$ cat src/logic/traffic_pkg.sv
`default_nettype none

package traffic_pkg;

    localparam int ADDR_W         = 32;
    localparam int DATA_W         = 32;
    localparam int BYTES_PER_BEAT = 4;
    localparam int CNT_W          = 16;

    // fixed burst attributes of every address.
    localparam logic [2:0] AXI_SIZE_BEAT  = 3'($clog2(BYTES_PER_BEAT));
    localparam logic [1:0] AXI_BURST_INCR = 2'b01;

    typedef struct packed {
        logic [ADDR_W-1:0] base_addr;
        logic [7:0]        burst_len;
        logic [CNT_W-1:0]  num_trans;
        logic [7:0]        max_outs;
        logic [7:0]        gap;
        logic [15:0]       phase;
    } wr_cfg_t;

    typedef struct packed {
        logic [ADDR_W-1:0] addr;
        logic [7:0]        len;
        logic [2:0]        size;
        logic [1:0]        burst;
    } axi_aw_t;

    typedef struct packed {
        logic [DATA_W-1:0]   data;
        logic [DATA_W/8-1:0] strb;
        logic                last;
    } axi_w_t;

    typedef enum logic [1:0] {
        OKAY   = 2'b00,
        EXOKAY = 2'b01,
        SLVERR = 2'b10,
        DECERR = 2'b11
    } axi_resp_e;

    typedef enum logic [1:0] {
        IDLE,
        ADDR,
        GAP
    } issue_state_e;

endpackage

`default_nettype wire

$ cat src/logic/wr_launch_timer.sv
`default_nettype none

module wr_launch_timer (
    input  logic                clk,
    input  logic                rst,
    input  traffic_pkg::wr_cfg_t cfg,
    input  logic                cfg_valid,
    input  logic                start,
    output traffic_pkg::wr_cfg_t cfg_q,
    output logic                launch
);

    logic        armed;
    logic [15:0] phase_cnt;

    always_ff @(posedge clk)
    begin
        if (rst)
        begin
            cfg_q <= '0;
        end
        else if (cfg_valid)
        begin
            cfg_q <= cfg;
        end
    end

    // start only arms the delay, the counter runs from the next cycle.
    always_ff @(posedge clk)
    begin
        if (rst)
        begin
            armed     <= 1'b0;
            phase_cnt <= '0;
            launch    <= 1'b0;
        end
        else
        begin
            if (start)
            begin
                armed <= 1'b1;
            end
            if (armed)
            begin
                if (phase_cnt != cfg_q.phase)
                begin
                    phase_cnt <= phase_cnt + 16'd1;
                end
                else
                begin
                    launch <= 1'b1;
                end
            end
        end
    end

endmodule

`default_nettype wire

$ cat src/logic/aw_issue_fsm.sv
`default_nettype none

module aw_issue_fsm (
    input  logic                             clk,
    input  logic                             rst,
    input  traffic_pkg::wr_cfg_t             cfg_q,
    input  logic                             launch,
    input  logic [traffic_pkg::CNT_W-1:0]    outstanding,
    output traffic_pkg::axi_aw_t             aw,
    output logic                             awvalid,
    input  logic                             awready,
    output logic                             aw_fire
);

    import traffic_pkg::*;

    issue_state_e      state;
    logic [CNT_W-1:0]  issued_cnt;
    logic [7:0]        gap_cnt;
    logic [ADDR_W-1:0] addr_q;
    logic [ADDR_W-1:0] addr_step;
    logic              can_issue;

    assign addr_step = (ADDR_W'(cfg_q.burst_len) + 1) * ADDR_W'(BYTES_PER_BEAT);
    assign can_issue = launch && (issued_cnt < cfg_q.num_trans) &&
                       (outstanding < CNT_W'(cfg_q.max_outs));

    assign awvalid = (state == ADDR);
    assign aw_fire = awvalid && awready;

    assign aw.addr  = addr_q;
    assign aw.len   = cfg_q.burst_len;
    assign aw.size  = AXI_SIZE_BEAT;
    assign aw.burst = AXI_BURST_INCR;

    always_ff @(posedge clk)
    begin
        if (rst)
        begin
            state      <= IDLE;
            issued_cnt <= '0;
            gap_cnt    <= '0;
            addr_q     <= '0;
        end
        else
        begin
            unique case (state)
                IDLE:
                begin
                    if (can_issue)
                    begin
                        // first burst starts at the base, the rest follow on.
                        addr_q <= (issued_cnt == '0) ? cfg_q.base_addr : addr_q + addr_step;
                        state  <= ADDR;
                    end
                end
                ADDR:
                begin
                    if (awready)
                    begin
                        issued_cnt <= issued_cnt + 1'b1;
                        if (cfg_q.gap != 8'd0)
                        begin
                            gap_cnt <= cfg_q.gap - 8'd1;
                            state   <= GAP;
                        end
                        else
                        begin
                            state <= IDLE;
                        end
                    end
                end
                GAP:
                begin
                    if (gap_cnt == 8'd0)
                    begin
                        state <= IDLE;
                    end
                    else
                    begin
                        gap_cnt <= gap_cnt - 8'd1;
                    end
                end
                default:
                begin
                    state <= IDLE;
                end
            endcase
        end
    end

    // an address waiting for the slave must not move or drop.
    assert property (@(posedge clk) disable iff (rst)
        awvalid && !awready |=> awvalid && $stable(aw))
        else $error("aw changed while waiting for awready");

endmodule

`default_nettype wire

$ cat src/logic/w_beat_gen.sv
`default_nettype none

module w_beat_gen (
    input  logic                 clk,
    input  logic                 rst,
    input  traffic_pkg::wr_cfg_t cfg_q,
    input  logic                 aw_fire,
    output traffic_pkg::axi_w_t  w,
    output logic                 wvalid,
    input  logic                 wready
);

    import traffic_pkg::*;

    logic [CNT_W-1:0] pending;
    logic [7:0]       beat_cnt;
    logic             last_beat;
    logic             w_fire;
    logic             burst_end;

    assign last_beat = (beat_cnt == cfg_q.burst_len);
    assign wvalid    = (pending != '0);
    assign w_fire    = wvalid && wready;
    assign burst_end = w_fire && last_beat;

    // data is the beat index within the burst.
    assign w.data = DATA_W'(beat_cnt);
    assign w.strb = '1;
    assign w.last = last_beat;

    always_ff @(posedge clk)
    begin
        if (rst)
        begin
            pending  <= '0;
            beat_cnt <= '0;
        end
        else
        begin
            pending <= pending + CNT_W'(aw_fire) - CNT_W'(burst_end);
            if (w_fire)
            begin
                if (last_beat)
                begin
                    beat_cnt <= '0;
                end
                else
                begin
                    beat_cnt <= beat_cnt + 8'd1;
                end
            end
        end
    end

    // leaving zero is only possible through a new address, never by wrapping.
    assert property (@(posedge clk) disable iff (rst)
        pending == '0 |=> pending == '0 || $past(aw_fire))
        else $error("pending burst count underflow");

endmodule

`default_nettype wire

$ cat src/logic/b_resp_tracker.sv
`default_nettype none

module b_resp_tracker (
    input  logic                          clk,
    input  logic                          rst,
    input  traffic_pkg::wr_cfg_t          cfg_q,
    input  logic                          cfg_valid,
    input  logic                          aw_fire,
    input  traffic_pkg::axi_resp_e        bresp,
    input  logic                          bvalid,
    output logic                          bready,
    output logic [traffic_pkg::CNT_W-1:0] outstanding,
    output logic                          done,
    output logic                          resp_err
);

    import traffic_pkg::*;

    logic [CNT_W-1:0] b_cnt;
    logic             loaded;
    logic             b_fire;

    assign bready = 1'b1;
    assign b_fire = bvalid && bready;

    always_ff @(posedge clk)
    begin
        if (rst)
        begin
            b_cnt       <= '0;
            loaded      <= 1'b0;
            outstanding <= '0;
            done        <= 1'b0;
            resp_err    <= 1'b0;
        end
        else
        begin
            outstanding <= outstanding + CNT_W'(aw_fire) - CNT_W'(b_fire);
            if (cfg_valid)
            begin
                // a new configuration starts a fresh run.
                b_cnt  <= '0;
                loaded <= 1'b1;
                done   <= 1'b0;
            end
            else
            begin
                b_cnt <= b_cnt + CNT_W'(b_fire);
                done  <= loaded && (b_cnt == cfg_q.num_trans);
            end
            if (b_fire && bresp != OKAY)
            begin
                resp_err <= 1'b1;
            end
        end
    end

    assert property (@(posedge clk) disable iff (rst)
        outstanding <= CNT_W'(cfg_q.max_outs))
        else $error("outstanding bursts above max_outs");

endmodule

`default_nettype wire

$ cat src/logic/axi_wr_traffic_gen.sv
`default_nettype none

module axi_wr_traffic_gen (
    input  logic                   clk,
    input  logic                   rst,
    input  traffic_pkg::wr_cfg_t   cfg,
    input  logic                   cfg_valid,
    input  logic                   start,
    output traffic_pkg::axi_aw_t   aw,
    output logic                   awvalid,
    input  logic                   awready,
    output traffic_pkg::axi_w_t    w,
    output logic                   wvalid,
    input  logic                   wready,
    input  traffic_pkg::axi_resp_e bresp,
    input  logic                   bvalid,
    output logic                   bready,
    output logic                   done,
    output logic                   resp_err
);

    import traffic_pkg::*;

    wr_cfg_t          cfg_q;
    logic             launch;
    logic             aw_fire;
    logic [CNT_W-1:0] outstanding;

    wr_launch_timer wr_launch_timer_inst (
        .clk       (clk),
        .rst       (rst),
        .cfg       (cfg),
        .cfg_valid (cfg_valid),
        .start     (start),
        .cfg_q     (cfg_q),
        .launch    (launch)
    );

    aw_issue_fsm aw_issue_fsm_inst (
        .clk         (clk),
        .rst         (rst),
        .cfg_q       (cfg_q),
        .launch      (launch),
        .outstanding (outstanding),
        .aw          (aw),
        .awvalid     (awvalid),
        .awready     (awready),
        .aw_fire     (aw_fire)
    );

    w_beat_gen w_beat_gen_inst (
        .clk     (clk),
        .rst     (rst),
        .cfg_q   (cfg_q),
        .aw_fire (aw_fire),
        .w       (w),
        .wvalid  (wvalid),
        .wready  (wready)
    );

    b_resp_tracker b_resp_tracker_inst (
        .clk         (clk),
        .rst         (rst),
        .cfg_q       (cfg_q),
        .cfg_valid   (cfg_valid),
        .aw_fire     (aw_fire),
        .bresp       (bresp),
        .bvalid      (bvalid),
        .bready      (bready),
        .outstanding (outstanding),
        .done        (done),
        .resp_err    (resp_err)
    );

endmodule

`default_nettype wire

$ cat config.mk
export PLATFORM = sky130hd
export DESIGN_NAME = axi_wr_traffic_gen
export DESIGN_NICKNAME = d
export VERILOG_FILES = /design/src/logic/traffic_pkg.sv /design/src/logic/wr_launch_timer.sv /design/src/logic/aw_issue_fsm.sv /design/src/logic/w_beat_gen.sv /design/src/logic/b_resp_tracker.sv /design/src/logic/axi_wr_traffic_gen.sv
export SDC_FILE = /design/constraint.sdc
export NUM_CORES = 1
export LEC_CHECK = 0
export BUFFER_PORTS_ARGS = -buffer_cell sky130_fd_sc_hd__buf_4
export CORE_MARGIN = 2
export CORE_UTILIZATION = 52
export DETAILED_ROUTE_END_ITERATION = 6
export PLACE_DENSITY = 0.77
export SYNTH_ARGS = -nofsm -noshare
export SYNTH_HDL_FRONTEND = slang
export SYNTH_SLANG_ARGS = --single-unit
$ cat constraint.sdc
create_clock -name clk -period 3.5 [get_ports clk]
set_input_delay 0.35 -clock clk [delete_from_list [all_inputs] [get_ports clk]]
set_output_delay 0.35 -clock clk [all_outputs]
set_load 0.01 [all_outputs]
; Word-level counts from Yosys, hierarchy flattened
; Cells that the tools add are included.
[op_classes]
add_sub_neg = 12
magnitude_cmp = 2
eq_ne = 10
muxes = 11
bitwise_logic = 1
n_reduce_logical = 21
[ops]
columns = operator, n
row1 = $add A16 B1 Y16, 3
row2 = $add A16 B1 Y16 const B, 2
row3 = $add A32 B32 Y32, 1
row4 = $mux W32, 1
row5 = $mux W8, 4
row6 = $sub A16 B1 Y16, 2
row7 = $eq A16 B16 Y1, 1
row8 = $logic_not A16 Y1, 1
row9 = $lt A16 B16 Y1, 1
row10 = $lt A16 B8 Y1, 1
row11 = $ne A16 B16 Y1, 1
row12 = $pmux W8 S2, 1
row13 = $reduce_bool A16 Y1, 1
row14 = $sub A8 B1 Y8 const B, 2
row15 = $add A8 B1 Y9 const B, 1
row16 = $add A8 B1 Y8 const B, 1
row17 = $eq A8 B8 Y1, 1
row18 = $logic_not A8 Y1, 1
row19 = $mux W2, 4
row20 = $reduce_and A2 Y1, 4
row21 = $reduce_bool A8 Y1, 1
row22 = $logic_and A1 B1 Y1, 7
row23 = $ne A2 B2 Y1 const B, 3
row24 = $pmux W2 S3, 1
row25 = other kinds (9), 11
[word_totals]
reg_bits = 223
in_bits = 97
output_inout_bits = 87
word_cells = 77

; Depth between registers and ports, before layout
[depth]
word_depth = 5
depth_mapped = 18
mapped_depth_nobuf = 18

; Hierarchy
; Synthesis repeated with hierarchy kept, for this count alone.
[hier_totals]
hier_cells = 1495
hier_area_um2 = 12997.5
[by_module_without_submodules]
columns = module, n_inst, cells_each, area_each_um2, seq_area_each_um2
row1 = aw_issue_fsm, 1, 583, 4591.9, 1161.1
row2 = wr_launch_timer, 1, 402, 4156.5, 2122.0
row3 = b_resp_tracker, 1, 258, 2232.1, 700.7
row4 = w_beat_gen, 1, 252, 2016.9, 480.5

; Worst setup path after synthesis
; OpenSTA, ideal clock, no wires.
[synth_path]
path_type = register -> register
from = register w_beat_gen_inst.pending[10]
to = register w_beat_gen_inst.pending[15]
setup_time_ps = 123
arrival_ps = 3355
t_required_ps = 3377
slack_ps = 22
stages_incl_launch_ff = 17
n_path_buf = 0
period_less_slack_ps = 3478
cell_sequence = dfxtp_1 inv_1 ha_1 and4_1 nand4_1 nand2_1 nor3_1 ha_1 inv_1 ha_1 a211oi_1 nor2_1 a41oi_1 a31oi_1 o41a_1 a221oi_2 mux2_1
[synth_via]
elab_chain_cells = 4
word_cells_on_any_way = 5
classes_between = 2 x add/sub / 3 x reduce/logical
[synth_lines]
columns = item, line_no
row1 = start: declaration, w_beat_gen.sv:15  ; logic [CNT_W-1:0] pending;
row2 = start signal: assignment, w_beat_gen.sv:40  ; pending <= pending + CNT_W'(aw_fire) - CNT_W'(burst_end);
row3 = $reduce_bool A16 Y1, w_beat_gen.sv:22  ; assign wvalid = (pending != '0);
row4 = named net wvalid, axi_wr_traffic_gen.sv:13  ; output logic wvalid,
row5 = $logic_and A1 B1 Y1, w_beat_gen.sv:23  ; assign w_fire = wvalid && wready;
row6 = $logic_and A1 B1 Y1, w_beat_gen.sv:24  ; assign burst_end = w_fire && last_beat;
row7 = $sub A16 B1 Y16, w_beat_gen.sv:40
; The timed path passes the listed nets, and every way through them passes these cells.
; A chain may end at the register's enable or synchronous reset.

; Final worst setup path
[layout_path]
from = register w_beat_gen_inst.pending[10]
to = register w_beat_gen_inst.pending[15]
[layout_via]
elab_chain_cells = 4
word_cells_on_any_way = 5
classes_between = 2 x add/sub / 3 x reduce/logical
[layout_lines]
columns = item, line_no
row1 = "parallel branches: the longest is 3 deep, another holds $add A16 B1 Y16", n/a
row2 = $sub A16 B1 Y16 *, w_beat_gen.sv:40
; Mark *: on every way between the ends.

==> summary.txt <==
Critical path
  • WP buf/inv: 2
  • CP Data Arrival Time: 3.89 ns
  • WS Path Type: register to register
  • CP peak stage delay: 0.42 ns
  • CP cell instances: inv_2, ha_2, and4_1, nand4_1, nand2_1, nor3_2, ha_2, inv_2, ha_4, a211oi_2, nor2_1, a41oi_2, a31oi_2, o41a_1, a221oi_2, mux2_1
  • Register-to-Register Setup Slack: 0.03 ns
  • Startpoint types: register
  • Slowest CP cell: o41a_1
  • Crit-path max FO: 3
  • Top cell family by delay on the critical path: compound AO/OA/AOI/OAI gates
  • Worst setup EP type: register
  • Worst EP required: 3.92 ns

GRT
  • First-pass GRT wire length: between 40 and 50 mm
  • Total track usage: a little under a quarter
  • Largest net degree at the start of global routing: 115
  • Antenna violations before repair: 1
  • Global route total overflow: 0
  • Vias in the first global route: 10300

Placed design
  • HPWL Detailed: 21.2 mm
  • Placed Area: 14000 sq um
  • Placed cells: 1889
  • # port buffers: 149
  • Gpl congestion: roughly 0.85

Synthesis
  • Cells after Synth: 1450
  • Seq cells post-synth: 223
  • Post-synth EDFFs: 0
  • Library cells used by synthesis: between 80 and 90
  • Area fraction in compound gates after synthesis: 13.7%
  • Mux contribution to synthesized area: 8.06%
  • Sequential share of the synthesized area: 35.6%
  • Main synth FF type: dfxtp_1
  • Synth Area in Simple Gates: a little under a fifth
  • Largest family of logic cells by synthesized area: simple AND/OR/NAND/NOR gates
  • Async S/R FF share, synth: 0%
  • XOR/XNOR Fraction of Synth Area: 7.82%
  • Synthesized area: about 13000 sq um
  • Syn avg cell area: approximately 8.7 sq um
  • Adder-cell share of the synthesized area: between 8 and 9%
  • Yosys warnings: 0

Clock tree
  • CTS tree: yes
  • Clk sinks: 223
  • Clock Latency Late Sink: 0.55 ns
  • CTS H-tree lvls: 1
  • Clk slew on worst S/H paths: 0.06 ns
  • CTS root buf: clkbuf_16
  • Cts bufs inserted: 26
  • Clk buf depth: 3

Drt
  • DRT iter0 DRCs: 532
  • # DRC: 0
  • Vias: 10700
  • Vias per cell: 5.49
  • Final antenna-violating net count: 0
  • Routed len/inst: 15.5 um
  • Drt first pass iters: 7
  • Final WL: 30.2 mm

Cells and area
  • Final Cell Area: 15100 sq um
  • Fin nets: 1789
  • Non-filler cells, final: 1945
  • Leading cell type in the layout, fill and taps excluded: nor2_1
  • Layout cell share with drive strength beyond 1: 19.7%
  • Most frequent cells in the layout: 234 x nor2_1, 213 x dfxtp_1, 201 x buf_4
  • End-of-flow core utilization: 64.0%
  • Area growth, synth to finish: 20.1%

STA
  • Fin. max-slew vios: 0
  • Final period util: 99.0%
  • Max-Slew Margin vs Limit: 25.3%
  • Hold slack final: 0.0237 ns
  • Post-layout min period: 3.47 ns
  • Post-route clock skew: 0.0214 ns
  • Least-Margin Pin Slew: 1.12 ns
  • Final hold violations: 0
  • RSZ-0062 raised after global routing: yes
  • Fmax achieved: ~290 MHz
  • Final setup vio count: 0

Power and ir drop
  • Switching Fraction: 33.1%
  • Net Sw Power: between 0.003 and 0.004 W
  • Pwr Density: slightly above 600 nW/um^2
  • LEAKAGE: 6.52 nW
  • Clk pwr share: around 31%
  • P_int: around 0.0061 W
  • Register share of total power: between 30% and 40%
  • Final Total Pwr: approximately 0.0092 W
  • Combinational Power Share: ~37%
  • Worst VDD drop: 0.416 mV

Die
  • Die Height: 159 um
  • DIE AREA: between 20000 and 30000 sq um
  • I/O pins: 184
  • Core area: 23500 sq um
  • Die Wd: 159 um
  • Initial Util: 53.3%
  • Row Count: 56

Worst hold path
  • Worst min path class: primary input to register

Flow run
  • Max Cap Violations: 0

Outcome
  • Status: finished clean
cells by family after synthesis:
group / Yosys count
adder cells (fa/ha/maj): 87
AO/OA/AOI/OAI: 248
flip-flops: 223
multiplexers: 100
buffers and inverters: 189
AND/OR/NAND/NOR: 489
other: 2
XOR/XNOR: 112
through the flow:
step                      setup slack (ns)  TNS [ns]
after CTS                          0.00628         0
after global routing                -0.108    -0.115
after floorplan                     0.0216         0
after detailed placement            -0.277    -0.444
after global placement              -0.137    -0.137
final                               0.0345         0
sequential cells by signal, indices dropped and copies added, names as in the netlist:
register                         flops
w_beat_gen_inst.beat_cnt             8
wr_launch_timer_inst.armed           1
wr_launch_timer_inst.phase_cnt      16
aw_issue_fsm_inst.issued_cnt        16
aw_issue_fsm_inst.addr_q            32
aw_issue_fsm_inst.gap_cnt            8
w_beat_gen_inst.pending             16
b_resp_tracker_inst.resp_err         1
aw_issue_fsm_inst.state              2
b_resp_tracker_inst.b_cnt           16
b_resp_tracker_inst.loaded           1
wr_launch_timer_inst.cfg_q          88
b_resp_tracker_inst.outstanding     16
wr_launch_timer_inst.launch          1
b_resp_tracker_inst.done             1
synthesized netlist by cell type, drive strengths merged, types with 20 or more instances:
cell type / number / area, sq um
nand3: 29 / 145
o21ai: 40 / 204
clkbuf: 49 / 184
nor2: 234 / 878
nand2: 56 / 210
inv: 79 / 297
or3: 20 / 130
a21oi: 79 / 410
nor3: 32 / 165
xor2: 49 / 429
mux2i: 95 / 951
buf: 60 / 418
nand4: 29 / 181
xnor2: 63 / 552
ha: 84 / 1050
dfxtp: 223 / 4460
worst min-delay path, delay by kind of cell:
family | cells | cell delay, ns
buffers and inverters | 1 | 0.08
and+or+nand+nor | 2 | 0.10
power groups by stage:
stage | clock network (W) | registers, W | logic, W
6_report | 0.00284 | 0.00293 | 0.00340
3_5_place_dp | 0 | 0.00297 | 0.00319
5_1_grt | 0.00300 | 0.00295 | 0.00378
3_3_place_gp | 0 | 0.00296 | 0.00312
2_1_floorplan | 0 | 0.00294 | 0.00241
4_1_cts | 0.00289 | 0.00292 | 0.00326
cell type report:
class / count / area [sq um]
timing repair buffer: 204 / 1560
fill: 1990 / 8480
multi-input combinational: 1070 / 7400
sequential: 223 / 4480
inverter: 80 / 300
antenna: 1 / 2.50
tap: 319 / 399
clock inverter: 11 / 158
clock buffer: 37 / 762
final timing paths:
path / cells past startpoint / startpoint / end
max: 16 / w_beat_gen_inst.pending[10] / w_beat_gen_inst.pending[15]
max reg2reg: 16 / w_beat_gen_inst.pending[10] / w_beat_gen_inst.pending[15]
min reg2reg: 2 / b_resp_tracker_inst.resp_err / b_resp_tracker_inst.resp_err
min: 3 / start / wr_launch_timer_inst.armed
per-layer routing:
layer | track usage, % | vias to the layer above | share of wire, %
met5 | 0 | - | 0
met4 | 6.40 | 0 | 2.3
met3 | 4.35 | 58 | 6.0
met2 | 39.2 | 326 | 47
met1 | 29.6 | 5001 | 45
li1 | - | 5284 | -
timing repair:
item	CTS	global route
setup endpoints to repair	4	9
pin swaps	5	15
buffers inserted	0	7
gates resized for setup	8	30
hold buffers	0	0
No activity file was read; power rests on OpenSTA's default activity.
